**config.mk**
```make
export PLATFORM = sky130hd
export DESIGN_NAME = routerOutputPort
export DESIGN_NICKNAME = d
export VERILOG_FILES = /design/src/verilog/nocArbPkg.sv /design/src/verilog/flitSelector.sv /design/src/verilog/holdTimerBank.sv /design/src/verilog/portArbiter.sv /design/src/verilog/routerOutputPort.sv
export SDC_FILE = /design/constraint.sdc
export NUM_CORES = 1
export LEC_CHECK = 0
export BUFFER_PORTS_ARGS = -buffer_cell sky130_fd_sc_hd__buf_2
export CAP_MARGIN = 20
export CORE_ASPECT_RATIO = 1.1
export CORE_MARGIN = 2
export CORE_UTILIZATION = 35
export CTS_CLUSTER_DIAMETER = 30
export DETAILED_ROUTE_END_ITERATION = 8
export GPL_ROUTABILITY_DRIVEN = 0
export SLEW_MARGIN = 20
export SYNTH_ARGS = -nofsm -noshare
export SYNTH_HDL_FRONTEND = slang
export SYNTH_SLANG_ARGS = --single-unit
```
**constraint.sdc**
```tcl
create_clock -name clk -period 8.5 [get_ports clk]
set_input_delay 2.125 -clock clk [delete_from_list [all_inputs] [get_ports clk]]
set_output_delay 2.125 -clock clk [all_outputs]
set_load 0.02 [all_outputs]
```
**src/verilog/nocArbPkg.sv**
```systemverilog
`default_nettype none

package nocArbPkg;

  localparam int numPorts = 5;       // Local, North, East, West, South
  localparam int portIdxWidth = 3;
  localparam int stateWidth = numPorts + 1;
  localparam int lengthWidth = 12;
  localparam int payloadWidth = 32;

  typedef enum logic [2:0]
  {
    flitNone   = 3'd0,
    flitHeader = 3'd1,
    flitBody   = 3'd2,
    flitTail   = 3'd3
  } flitKindT;

  typedef struct packed
  {
    flitKindT                  kind;
    logic [lengthWidth-1:0]    length;   // Only meaningful on a header flit
    logic [payloadWidth-1:0]   payload;
  } flitT;

  // One-hot grant state, bit 0 is idle and bit i+1 is port i
  typedef enum logic [stateWidth-1:0]
  {
    stateIdle  = 6'b000001,
    stateLocal = 6'b000010,
    stateNorth = 6'b000100,
    stateEast  = 6'b001000,
    stateWest  = 6'b010000,
    stateSouth = 6'b100000
  } arbStateT;

  function automatic logic [portIdxWidth-1:0] stateToIndex(input arbStateT state);
    logic [portIdxWidth-1:0] idx;
    idx = '0;                                  // Idle maps to 0 as well
    for (int i = 0; i < numPorts; i++)
    begin
      if (state[i + 1])
        idx = i[portIdxWidth-1:0];
    end
    return idx;
  endfunction

  function automatic arbStateT indexToState(input logic [portIdxWidth-1:0] idx);
    logic [stateWidth-1:0] bits;
    bits = '0;
    bits[idx + 1] = 1'b1;
    return arbStateT'(bits);
  endfunction

endpackage

`default_nettype wire

```
**src/verilog/flitSelector.sv**
```systemverilog
`timescale 1ns/1ps
`default_nettype none

module flitSelector
(
  input  nocArbPkg::arbStateT                           grant,
  input  logic [nocArbPkg::numPorts-1:0]                reqs,
  input  nocArbPkg::flitT [nocArbPkg::numPorts-1:0]     flits,
  output nocArbPkg::flitT                               outFlit,
  output logic                                          outValid,
  output logic [nocArbPkg::portIdxWidth-1:0]            outPort
);

  logic [nocArbPkg::portIdxWidth-1:0] grantIdx;
  logic                               granted;

  assign grantIdx = nocArbPkg::stateToIndex(grant);
  assign granted = (grant != nocArbPkg::stateIdle);

  always_comb
  begin
    if (granted)
    begin
      outFlit = flits[grantIdx];
    end
    else
    begin
      outFlit = '0;
      outFlit.kind = nocArbPkg::flitNone;      // Empty slot while nobody owns the output
    end
  end

  // A granted port whose request already dropped sends nothing this cycle
  assign outValid = granted && reqs[grantIdx];
  assign outPort = grantIdx;

endmodule

`default_nettype wire

```
**src/verilog/holdTimerBank.sv**
```systemverilog
`timescale 1ns/1ps
`default_nettype none

module holdTimerBank
(
  input  logic                                          clk,
  input  logic                                          rst,
  input  nocArbPkg::flitT [nocArbPkg::numPorts-1:0]     flits,
  input  logic [nocArbPkg::numPorts-1:0]                runTimers,
  output logic [nocArbPkg::numPorts-1:0]                timesUp
);

  logic [nocArbPkg::lengthWidth-1:0] lengthRegs [nocArbPkg::numPorts];
  logic [nocArbPkg::lengthWidth-1:0] holdCounts [nocArbPkg::numPorts];

  for (genvar i = 0; i < nocArbPkg::numPorts; i++)
  begin : perPort

    always_ff @(posedge clk)
    begin
      if (rst)
      begin
        lengthRegs[i] <= '0;
        holdCounts[i] <= '0;
      end
      else
      begin
        // A header on the port reloads the length even while another port holds the output
        if (flits[i].kind == nocArbPkg::flitHeader)
          lengthRegs[i] <= flits[i].length;

        if (runTimers[i])
          holdCounts[i] <= holdCounts[i] + 1'b1;   // Counts only while the grant is held
        else
          holdCounts[i] <= '0;
      end
    end

    assign timesUp[i] = (holdCounts[i] == lengthRegs[i]);   // Hold ends in the cycle count hits L

  end

endmodule

`default_nettype wire

```
**src/verilog/portArbiter.sv**
```systemverilog
`timescale 1ns/1ps
`default_nettype none

module portArbiter
(
  input  logic                              clk,
  input  logic                              rst,
  input  logic [nocArbPkg::numPorts-1:0]    reqs,
  input  logic [nocArbPkg::numPorts-1:0]    timesUp,
  output nocArbPkg::arbStateT               grant,
  output logic [nocArbPkg::numPorts-1:0]    runTimers
);

  nocArbPkg::arbStateT nextGrant;

  always_ff @(posedge clk)
  begin
    if (rst)
      grant <= nocArbPkg::stateIdle;
    else
      grant <= nextGrant;
  end

  always_comb
  begin : nextGrantLogic
    logic [nocArbPkg::portIdxWidth-1:0] heldIdx;
    logic [nocArbPkg::portIdxWidth-1:0] pickIdx;
    int unsigned cand;
    logic found;

    heldIdx = nocArbPkg::stateToIndex(grant);
    pickIdx = '0;
    cand = 0;
    found = 1'b0;
    runTimers = '0;

    case (grant)
      nocArbPkg::stateIdle:
      begin
        // Fixed priority from idle, lowest index wins
        for (int i = 0; i < nocArbPkg::numPorts; i++)
        begin
          if (reqs[i] && !found)
          begin
            found = 1'b1;
            pickIdx = i[nocArbPkg::portIdxWidth-1:0];
          end
        end
      end

      nocArbPkg::stateLocal,
      nocArbPkg::stateNorth,
      nocArbPkg::stateEast,
      nocArbPkg::stateWest,
      nocArbPkg::stateSouth:
      begin
        if (reqs[heldIdx] && !timesUp[heldIdx])
        begin
          runTimers[heldIdx] = 1'b1;             // Hold cycle, keep the packet on the output
          found = 1'b1;
          pickIdx = heldIdx;
        end
        else
        begin
          // Rotate through the ports after the holder, never back to the holder itself
          for (int k = 1; k < nocArbPkg::numPorts; k++)
          begin
            cand = heldIdx + k;
            if (cand >= nocArbPkg::numPorts)
              cand = cand - nocArbPkg::numPorts;
            if (reqs[cand] && !found)
            begin
              found = 1'b1;
              pickIdx = cand[nocArbPkg::portIdxWidth-1:0];
            end
          end
        end
      end

      default:
      begin
        found = 1'b0;                            // Illegal encoding drops back to idle
      end
    endcase

    if (found)
      nextGrant = nocArbPkg::indexToState(pickIdx);
    else
      nextGrant = nocArbPkg::stateIdle;
  end

endmodule

`default_nettype wire

```
**src/verilog/routerOutputPort.sv**
```systemverilog
`timescale 1ns/1ps
`default_nettype none

module routerOutputPort
(
  input  logic                                          clk,
  input  logic                                          rst,
  input  logic [nocArbPkg::numPorts-1:0]                reqs,
  input  nocArbPkg::flitT [nocArbPkg::numPorts-1:0]     flits,
  output nocArbPkg::arbStateT                           grant,
  output nocArbPkg::flitT                               outFlit,
  output logic                                          outValid,
  output logic [nocArbPkg::portIdxWidth-1:0]            outPort
);

  logic [nocArbPkg::numPorts-1:0] runTimers;
  logic [nocArbPkg::numPorts-1:0] timesUp;

  // Arbiter and timers run side by side and trade run and time-up levels
  portArbiter arbiter
  (
    .clk       (clk),
    .rst       (rst),
    .reqs      (reqs),
    .timesUp   (timesUp),
    .grant     (grant),
    .runTimers (runTimers)
  );

  holdTimerBank timers
  (
    .clk       (clk),
    .rst       (rst),
    .flits     (flits),
    .runTimers (runTimers),
    .timesUp   (timesUp)
  );

  flitSelector selector
  (
    .grant     (grant),
    .reqs      (reqs),
    .flits     (flits),
    .outFlit   (outFlit),
    .outValid  (outValid),
    .outPort   (outPort)
  );

endmodule

`default_nettype wire
```
==> results by group, run 1 <==
Power
  – Clock share of power: 0.269
  – Fraction of power consumed by combinational cells: 0.442
  – Proportion of power drawn by flip-flops and latches: 0.289
  – Sw power: 1.08 mW
  – Standby leakage power: 5.01 nW
  – Internal power summed over all cells: 1.55 mW
  – Power density over cell area: 224 mW/mm^2
  – Max rail drop VDD: 143 uV
  – Total power of the final layout: 2.64 mW
  – Net Sw Frac: 0.411

CTS
  – Clock-pin slew reported for the worst setup and hold paths after clock tree synthesis: 0.05 ns
  – Num CTS Buffers: 17
  – Number of buffers inserted by hold repair at cts: 0
  – Clock sink count: 126
  – CTS tree: done
  – H-tree level count: 4
  – Post-CTS Repair Setup Buffers: 0
  – Root buffer cell: clkbuf_16
  – Max Buffers Root-to-Sink: 2
  – Source-to-sink clock delay at the later pin of the worst-skew pair: 0.43 ns
  – Post-CTS Resized: 0

Worst setup path
  – Arrival @ worst endpoint: 3.61 ns
  – Category of the worst setup path launch point: input port
  – Worst-path maximum fanout: 1
  – Worst path buffer plus inverter count: 2
  – Type of destination of the critical path: primary output
  – Worst path max stage delay: 0.52 ns
  – Cells along the critical path: buf_2 -> and2_1 -> a211oi_1 -> a311oi_1 -> a21oi_1 -> nor2_1 -> buf_2
  – Top delay family on crit path: compound AO/OA/AOI/OAI gates
  – CP Class: in -> out
  – Cell occurring most often along the worst timing path: buf_2
  – Data required time at the worst endpoint: 6.38 ns
  – Cell type of the slowest stage on the worst timing path: a211oi_1

Cells and area
  – Ratio of cells with drive above 1 in the final layout: 0.274
  – Growth of design area from synthesis to finish: 27.1%
  – Layout Nets: 1,599
  – Post-route insts no fill: 1,713
  – Finished Cell Area: 0.0118 mm^2
  – Final Util: 0.451

Routing
  – Via count normalized by instance count: 5.16
  – Remaining antenna violation count: 0
  – Via total after detailed routing: 8,843
  – DRC violations left: 0
  – First-pass detailed-route iteration total: 5
  – DR iter-0 viols: 586
  – Post-Route WL: 33.6 mm
  – Per-cell routed wire length: 19.6 um

Job
  – Max cap viols: 0

STA
  – Final cycle utilization of the critical path: 0.674
  – Worst setup margin: 2.77 ns
  – Highest clock frequency the design can meet: 174 MHz
  – Actual slew at the worst max-slew pin: 0.856 ns
  – Setup skew after layout: 0.00951 ns
  – Setup TNS: 0 ns
  – Finish-stage setup viols: 0
  – Fin. Hold Viols: 0
  – Unrepaired setup endpoints after global routing: false
  – Relative slew slack: 0.430
  – Fin crit period: 5.73 ns
  – Number of pins exceeding their max-slew limit in the final report: 0
  – Worst hold slack across all endpoints: 0.653 ns

GRT
  – First-pass GRT wire length: 50.3 mm
  – Initial antenna violation count: 3
  – Number of global-route vias before repair: 8,613
  – Total gr overflow: 0
  – Global router's overall resource usage: 0.241
  – Pin count of the biggest net entering global routing: 64

Placement
  – Post-DP HPWL: 27.5 mm
  – Port bufs: 298
  – Placed instance count: 1,681
  – Post-placement worst setup slack: 2.73 ns
  – Area post-placement: 0.0112 mm^2

Floorplan
  – Y dimension of the die: 174 um
  – Die Outline Area: 0.0277 mm^2
  – Std cell rows: 62
  – Core Area: 0.0261 mm^2
  – Die W: 159 um
  – Starting density of the core: 0.355
  – Number of top-level pins: 299

Logic synthesis
  – Count of flip-flops with a built-in enable after synthesis: 120
  – Average footprint of a synthesized cell: 8.94 um^2
  – Async set-or-reset flop fraction in the synthesized netlist: 0
  – Post-synthesis cell type count: 76
  – Most instantiated flip-flop cell in the synthesis netlist: edfxtp_1
  – Top post-synthesis cells by area: edfxtp_1 (39%), and2_1 (6.6%), nor2_1 (5.9%)
  – Synthesized instance count: 1,034
  – Most common cell in the netlist: nor2_1
  – Sequential element share of the synthesized area: 0.403
  – Share of Yosys cell area claimed by the top area cell type: 0.390
  – Flip-flop and latch count after synthesis: 126
  – Cell Area, Synth: 0.00925 mm^2
  – Library cell occupying the most area in the post-synthesis netlist: edfxtp_1
  – Number of warnings printed during yosys synthesis: 0
  – Synth top cells by count: nor2_1 (145), edfxtp_1 (120), nand2_1 (106)

Min path
  – Class of the tightest hold or removal check: reg -> reg

Status
  – Result of the run: finished, final reports clean
==> registers in the layout, summed over array words and instances (netlist names) <==
signal	flops
arbiter.grant	6
timers.holdCounts	60
timers.lengthRegs	60
==> cell usage in the layout, fill, tap and decap left out, drive strengths merged, types with 7 or more instances in the layout <==
master and n:
buf 308, nor2 156, edfxtp 120, nand2 107, and2 100, a21oi 63
xor2 60, conb 60, xnor2 52, a211oi 45, a311oi 39, nand3 32
mux2i 22, and3 19, inv 18, clkbuf 17, nand4 13, o21ai 11
nor4 10, nand2b 9, ha 9, or2 7
==> layer usage <==
metal | up-vias | track usage | part of all wire
li1 | 4262 | - | -
met1 | 4132 | 0.293 | 0.40
met2 | 383 | 0.424 | 0.49
met3 | 62 | 0.0439 | 0.068
met4 | 4 | 0.0924 | 0.036
met5 | - | 0 | 0.00071
==> worst min-delay path: stages, from the launching register on <==
cell and delay [ns]:
edfxtp_1 0.39, xor2_1 0.08, nor2_1 0.07
==> kinds of logic (layout without fill, tap and decap cells) <==
family / Yosys count / after routing / share of synthesized area
and+or+nand+nor: 475 / 475 / 0.256
AOI/OAI and AO/OA: 199 / 199 / 0.153
DFF: 126 / 126 / 0.403
xor gates and xnor gates: 112 / 112 / 0.107
buffers and inverters: 88 / 355 / 0.0413
muxes: 24 / 24 / 0.0275
adders and majority gates: 9 / 9 / 0.0122
other: 1 / 61 / 0.000406
==> power by group through the flow <==
stage	logic (mW)	clock network, mW	registers [mW]
2_1_floorplan	0.761	0	0.764
3_3_place_gp	1.16	0	0.773
3_5_place_dp	1.16	0	0.774
4_1_cts	1.17	0.718	0.761
5_1_grt	1.26	0.742	0.767
6_report	1.17	0.709	0.761
==> final timing paths <==
| kind | cells past startpoint | from | slack (ns) | endpoint |
|---|---|---|---|---|
| worst min-delay path | 2 | timers.holdCounts[3][11] | 0.65 | timers.holdCounts[3][11] |
| worst min register to register | 2 | timers.holdCounts[3][11] | 0.65 | timers.holdCounts[3][11] |
| worst max register to register | 13 | arbiter.grant[3] | 3.84 | arbiter.grant[1] |
| worst max-delay path | 7 | flits[172] | 2.77 | outFlit[31] |
==> layout make-up <==
type / count / area, um^2
Antenna cell: 1 / 2.50
Clock buffer: 17 / 425
Clock inverter: 14 / 144
Fill cell: 2653 / 14300
Inverter: 16 / 60.1
Multi-Input combinational cell: 879 / 5380
Sequential cell: 126 / 3730
Tap cell: 352 / 440
Timing Repair Buffer: 308 / 1570
No activity file was read; power rests on OpenSTA's default activity.
==> run 2, diff against run 1 <==
--- a/config.mk
+++ b/config.mk
@@ -5,6 +5,7 @@
 export SDC_FILE = /design/constraint.sdc
 export NUM_CORES = 1
 export LEC_CHECK = 0
+export ABC_AREA = 1
 export BUFFER_PORTS_ARGS = -buffer_cell sky130_fd_sc_hd__buf_2
 export CAP_MARGIN = 20
 export CORE_ASPECT_RATIO = 1.1
==> constraint.sdc (replaced) <==
create_clock -name clk -period 5.8 [get_ports clk]
set_input_delay 1.45 -clock clk [delete_from_list [all_inputs] [get_ports clk]]
set_output_delay 1.45 -clock clk [all_outputs]
set_load 0.02 [all_outputs]
==> run 2 against run 1 <==
Core utilization increased by 0.67 points. Hold slack lost 0.049 ns. Wire length grew 9.1%. Combinational power is 59% higher. Critical path type is now reg -> out. Critical endpoint is now outFlit[13]. Largest cell class unchanged. Highest routed layer unchanged.
==> results by group, run 2 <==
Status
  – Result of the run: finished, final reports clean

CTS
  – Clock sink count: 126
  – Clock-pin slew reported for the worst setup and hold paths after clock tree synthesis: 0.06 ns
  – Source-to-sink clock delay at the later pin of the worst-skew pair: 0.43 ns
  – Post-CTS Repair Setup Buffers: 0
  – Post-CTS Resized: 0
  – Root buffer cell: clkbuf_16
  – Max Buffers Root-to-Sink: 2
  – CTS tree: done
  – Num CTS Buffers: 17
  – Number of buffers inserted by hold repair at cts: 0
  – H-tree level count: 4

Routing
  – Wire length on met3: 3.94 mm
  – Via count normalized by instance count: 5.19
  – Met1 WL: 13.4 mm
  – Remaining antenna violation count: 0
  – Per-cell routed wire length: 19.2 um
  – DRC violations left: 0
  – Via total after detailed routing: 9,922
  – DR WL met2: 17.9 mm
  – DR iter-0 viols: 804
  – Highest metal used: met5
  – Post-Route WL: 36.7 mm
  – First-pass detailed-route iteration total: 5

GRT
  – Number of global-route vias before repair: 9,569
  – Initial antenna violation count: 9
  – Global router's overall resource usage: 0.257
  – Total gr overflow: 0
  – Pin count of the biggest net entering global routing: 74
  – First-pass GRT wire length: 54.2 mm

STA
  – Highest clock frequency the design can meet: 199 MHz
  – Finish-stage setup viols: 0
  – Actual slew at the worst max-slew pin: 0.766 ns
  – Setup TNS: 0 ns
  – Fin. Hold Viols: 0
  – Final cycle utilization of the critical path: 0.864
  – Relative slew slack: 0.489
  – Unrepaired setup endpoints after global routing: false
  – Setup skew after layout: 0.0115 ns
  – Fin crit period: 5.01 ns
  – Number of pins exceeding their max-slew limit in the final report: 0

Min path
  – Class of the tightest hold or removal check: reg -> reg
  – Worst min-delay path endpoint: timers.holdCounts[4][0]
  – Start point of the worst min-delay path: timers.holdCounts[4][0]
  – Number of instances on the worst hold path: 1

Floorplan
  – Core Area: 0.0263 mm^2
  – Die W: 160 um
  – Std cell rows: 62
  – Starting density of the core: 0.357
  – Y dimension of the die: 176 um
  – Number of top-level pins: 299
  – Die Outline Area: 0.0282 mm^2

Power
  – Standby leakage power: 5.66 nW
  – Power density over cell area: 344 mW/mm^2
  – Total power of the final layout: 4.14 mW
  – Max rail drop VDD: 364 uV

Logic synthesis
  – Area fraction in and, or, nand and nor cells after synthesis: 0.256
  – Most instantiated flip-flop cell in the synthesis netlist: edfxtp_1
  – Number of warnings printed during yosys synthesis: 0
  – Post-synthesis mux area share: 0
  – Most common cell in the netlist: nor2_1
  – Synth top cells by count: nor2_1 (189), nand2_1 (178), inv_1 (173)
  – Average footprint of a synthesized cell: 7.69 um^2
  – Async set-or-reset flop fraction in the synthesized netlist: 0
  – Dominant combinational cell family by area after synthesis: simple AND/OR/NAND/NOR gates
  – Post-synthesis cell type count: 52
  – Cell Area, Synth: 0.00940 mm^2
  – Library cell occupying the most area in the post-synthesis netlist: edfxtp_1
  – Top post-synthesis cells by area: edfxtp_1 (38%), nor2_1 (7.5%), nand2_1 (7.1%)
  – Complex-gate fraction of the synthesized area: 0.173
  – Flip-flop and latch count after synthesis: 126
  – Synthesized instance count: 1,223
  – XOR/XNOR share of the synthesized area: 0.0587
  – Share of Yosys cell area claimed by the top area cell type: 0.383
  – Fraction of the mapped netlist area in adder cells: 0.0120
  – Sequential element share of the synthesized area: 0.396
  – Count of flip-flops with a built-in enable after synthesis: 120

Worst setup path
  – Data required time at the worst endpoint: 4.35 ns
  – Arrival @ worst endpoint: 3.56 ns
  – Register-to-register setup slack: 1.50 ns
  – Cell type of the slowest stage on the worst timing path: inv_2
  – CP Class: reg -> out
  – Cell occurring most often along the worst timing path: nand2_4
  – Type of destination of the critical path: primary output
  – Worst reg2reg path startpoint: arbiter.grant[3]
  – Reg-to-reg critical path endpoint: arbiter.grant[4]
  – Cells along the critical path: nand2_4 -> nand2_4 -> nand2_4 -> inv_2 -> buf_12 -> nor2_1 -> or3_1 -> a31oi_1 -> buf_2
  – Category of the worst setup path launch point: register
  – Worst-path maximum fanout: 40
  – Worst R2R Path Depth: 24
  – Worst path max stage delay: 0.57 ns

Placement
  – Placed instance count: 1,876
  – Post-DP HPWL: 29.6 mm
  – Area post-placement: 0.0114 mm^2
  – Port bufs: 298

Cells and area
  – Growth of design area from synthesis to finish: 28.0%
  – Top flop regs: timers.holdCounts: 60 flops, timers.lengthRegs: 60 flops, arbiter.grant: 6 flops
  – Commonest non-fill, non-tap cells in the layout: buf_2 (298), nor2_1 (188), nand2_1 (178), inv_1 (173), edfxtp_1 (120)
  – Ratio of cells with drive above 1 in the final layout: 0.246
  – Filler cells: 2,653
  – Leading cell type in the layout, fill and taps excluded: buf_2
  – Final Util: 0.458
  – Post-route insts no fill: 1,912
  – Layout Nets: 1,794
  – Finished Cell Area: 0.0120 mm^2

Job
  – Max cap viols: 0
## run 2: changes by cell type after synthesis, sizes merged, moves of 17 or more
cell    delta
nand2     +76
mux2i     -22
and2      -99
inv      +166
o21ai     +66
a211oi    -37
o211ai    +51
nor3b     +17
nor2      +38
and3      -18
a311oi    -36
a32o      +19
xor2      -35
nand3     +42
## run 2: worst max path at each step
stage | from | end | slack (ns) | cells after the start
2_1_floorplan | arbiter.grant[4] | outFlit[2] | 1.97 | 9
3_3_place_gp | arbiter.grant[2] | outFlit[3] | 1.27 | 8
3_5_place_dp | arbiter.grant[2] | outFlit[3] | 1.29 | 8
4_1_cts | arbiter.grant[2] | outFlit[3] | 0.83 | 8
5_1_grt | arbiter.grant[2] | outFlit[13] | 0.60 | 9
6_report | arbiter.grant[2] | outFlit[13] | 0.79 | 9
## run 2: final cells by class
cell class	instances	area, um^2	share of cell area
inverter	183	691	0.0574
clock inverter	15	218	0.0181
timing repair buffer	308	1590	0.132
tap	352	440	0.0366
multi-input combinational	907	4930	0.410
sequential	126	3720	0.309
antenna	4	10.0	0.000832
clock buffer	17	425	0.0354
## run 2: per-layer routing
layer,vias up,track usage
met4,10,0.110
li1,4752,-
met1,4558,0.295
met3,80,0.0770
met5,-,0
met2,522,0.445
## run 2: kinds of logic after synthesis
family / after synthesis
compound gates: 250
simple gates: 525
buf+inv: 249
fa+ha+maj: 9
xor+xnor: 63
other cells: 1
flops: 126
## run 2: metrics by stage
stage	worst slack, ns	hold slack, ns
final	0.787	0.604
after global routing	0.602	0.622
after CTS	0.827	0.611
after detailed placement	1.29	0.603
after global placement	1.27	0.589
after floorplan	1.97	0.562
## run 2: critical path, delay by kind of cell, from the launching register on
family          cells  cell delay, ns
simple gates        5            1.25
buf+inv             3            1.17
flops               1            0.43
compound gates      1            0.23
## run 2: report_power, final
part           switching (mW)  leakage, nW  internal (mW)  total (mW)
registers              0.0427         1.26           1.06        1.10
logic                    1.28         4.08          0.579        1.86
clock network           0.425        0.319          0.762        1.19
total                    1.74         5.66           2.40        4.14
==> run 3, diff against run 2 <==
--- a/config.mk
+++ b/config.mk
@@ -8,12 +8,15 @@
 export ABC_AREA = 1
 export BUFFER_PORTS_ARGS = -buffer_cell sky130_fd_sc_hd__buf_2
 export CAP_MARGIN = 20
+export CELL_PAD_IN_SITES_DETAIL_PLACEMENT = 2
+export CELL_PAD_IN_SITES_GLOBAL_PLACEMENT = 2
 export CORE_ASPECT_RATIO = 1.1
 export CORE_MARGIN = 2
-export CORE_UTILIZATION = 35
+export CORE_UTILIZATION = 29
 export CTS_CLUSTER_DIAMETER = 30
 export DETAILED_ROUTE_END_ITERATION = 8
 export GPL_ROUTABILITY_DRIVEN = 0
+export PLACE_DENSITY_LB_ADDON = 0.1
 export SLEW_MARGIN = 20
 export SYNTH_ARGS = -nofsm -noshare
 export SYNTH_HDL_FRONTEND = slang
==> run 3 against run 2 <==
Count of clock-buffer cells in the layout increased by 1. Worst setup slack better by 0.12 ns. Die area increased by 20%. Global-route usage down 0.82 points. Hold slack better by 0.014 ns. Register-to-register slack better by 0.17 ns. Fmax up 2.4%. First-iteration DRC count decreased by 43%. Critical path depth decreased by 1. Power shrank 2.5%. Clock skew barely moved.
==> results by group, run 3 (same netlist as run 2, synthesis figures left out) <==
Power
  – Internal power summed over all cells: 2.31 mW
  – Power density over cell area: 334 mW/mm^2
  – Clock share of power: 0.270
  – Standby leakage power: 5.64 nW
  – Fraction of power consumed by combinational cells: 0.456
  – Total power of the final layout: 4.04 mW
  – Proportion of power drawn by flip-flops and latches: 0.274
  – Sw power: 1.73 mW
  – Max rail drop VDD: 170 uV
  – Net Sw Frac: 0.428

Worst setup path
  – Worst path buffer plus inverter count: 4
  – CP Class: reg -> out
  – Worst R2R Path Depth: 23
  – Category of the worst setup path launch point: register
  – Data required time at the worst endpoint: 4.35 ns
  – Worst path max stage delay: 0.80 ns
  – Arrival @ worst endpoint: 3.45 ns
  – Cell type of the slowest stage on the worst timing path: dfxtp_1
  – Type of destination of the critical path: primary output
  – Register-to-register setup slack: 1.67 ns
  – Top delay family on crit path: compound AO/OA/AOI/OAI gates
  – Reg-to-reg critical path endpoint: arbiter.grant[5]
  – Cells along the critical path: clkinv_2 -> nand2_4 -> buf_12 -> a21oi_1 -> o21ai_0 -> o211ai_1 -> inv_1 -> buf_2
  – Worst reg2reg path startpoint: arbiter.grant[4]
  – Worst-path maximum fanout: 69

Min path
  – Number of instances on the worst hold path: 1
  – Start point of the worst min-delay path: timers.holdCounts[4][0]
  – Class of the tightest hold or removal check: reg -> reg
  – Worst min-delay path endpoint: timers.holdCounts[4][0]

STA
  – Highest clock frequency the design can meet: 204 MHz
  – Unrepaired setup endpoints after global routing: false
  – Setup TNS: 0 ns
  – Finish-stage setup viols: 0
  – Actual slew at the worst max-slew pin: 0.900 ns
  – Setup skew after layout: 0.0113 ns
  – Number of pins exceeding their max-slew limit in the final report: 0
  – Final cycle utilization of the critical path: 0.844
  – Fin. Hold Viols: 0
  – Fin crit period: 4.90 ns
  – Worst hold slack across all endpoints: 0.617 ns
  – Relative slew slack: 0.394

CTS
  – Clock sink count: 126
  – Number of buffers inserted by hold repair at cts: 0
  – H-tree level count: 4
  – Max Buffers Root-to-Sink: 2
  – CTS tree: done
  – Post-CTS Resized: 0
  – Source-to-sink clock delay at the later pin of the worst-skew pair: 0.43 ns
  – Post-CTS Repair Setup Buffers: 0
  – Num CTS Buffers: 17
  – Root buffer cell: clkbuf_16
  – Clock-pin slew reported for the worst setup and hold paths after clock tree synthesis: 0.06 ns

Floorplan
  – Core Area: 0.0321 mm^2
  – Die Outline Area: 0.0339 mm^2
  – Number of top-level pins: 299
  – Die W: 176 um
  – Starting density of the core: 0.293
  – Y dimension of the die: 193 um
  – Std cell rows: 69

GRT
  – Number of global-route vias before repair: 10,700
  – Pin count of the biggest net entering global routing: 70
  – First-pass GRT wire length: 63.4 mm
  – Initial antenna violation count: 2
  – Global router's overall resource usage: 0.249
  – Total gr overflow: 0

Routing
  – Per-cell routed wire length: 21.1 um
  – Post-Route WL: 41.9 mm
  – First-pass detailed-route iteration total: 5
  – Remaining antenna violation count: 0
  – Via total after detailed routing: 9,967
  – DR iter-0 viols: 461
  – DRC violations left: 0
  – Via count normalized by instance count: 5.02

Placement
  – Post-DP HPWL: 33.7 mm
  – Port bufs: 298

Cells and area
  – Top flop regs: timers.holdCounts: 60 flops, timers.lengthRegs: 60 flops, arbiter.grant: 6 flops
  – Layout Nets: 1,797
  – Commonest non-fill, non-tap cells in the layout: buf_2 (298), nor2_1 (188), nand2_1 (178), inv_1 (173), edfxtp_1 (120)
  – Ratio of cells with drive above 1 in the final layout: 0.245
  – Growth of design area from synthesis to finish: 28.5%
  – Leading cell type in the layout, fill and taps excluded: buf_2

Job
  – Max cap viols: 0

Status
  – Result of the run: finished, final reports clean
run 3: power groups by stage:
stage / sequential, mW / clock, mW / combinational, mW
global route: 1.11 / 1.13 / 2.02
CTS: 1.11 / 1.11 / 1.87
detailed placement: 1.12 / 0 / 1.86
floorplan: 1.12 / 0 / 1.15
finish: 1.11 / 1.09 / 1.84
global placement: 1.12 / 0 / 1.83
run 3: how the worst max path moves through the flow:
stage	start	endpoint	slack, ns	cells after the start
finish	arbiter.grant[5]	outFlit[35]	0.90	8
global route	arbiter.grant[5]	outFlit[35]	0.78	8
CTS	arbiter.grant[5]	outFlit[35]	0.95	8
detailed placement	flits[82]	outFlit[35]	1.37	8
global placement	flits[82]	outFlit[35]	1.38	8
floorplan	arbiter.grant[4]	outFlit[2]	1.97	9
run 3: layout make-up:
type                            instances  area (um^2)
Antenna cell                            1         2.50
Clock buffer                           18          429
Clock inverter                         14          150
Fill cell                            3867        20000
Inverter                              183          691
Multi-Input combinational cell        907         4930
Sequential cell                       126         3720
Tap cell                              426          533
Timing Repair Buffer                  311         1610
run 3: stage by stage:
| step | worst slack [ns] | cells | area [um^2] | utilization |
|---|---|---|---|---|
| after global routing | 0.777 | 1986 | 12100 | 0.376 |
| final | 0.903 | 1986 | 12100 | 0.376 |
| after global placement | 1.38 | 1953 | 11500 | 0.358 |
| after floorplan | 1.97 | 1282 | 9620 | - |
| after CTS | 0.954 | 1985 | 12100 | 0.376 |
| after detailed placement | 1.37 | 1953 | 11500 | 0.358 |
run 3: routing by layer:
metal | vias to the layer above | part of all wire | track usage
met5 | - | 0.00031 | 0
met2 | 281 | 0.53 | 0.467
met1 | 4911 | 0.40 | 0.290
met3 | 38 | 0.050 | 0.0447
met4 | 2 | 0.019 | 0.0661
li1 | 4735 | - | -
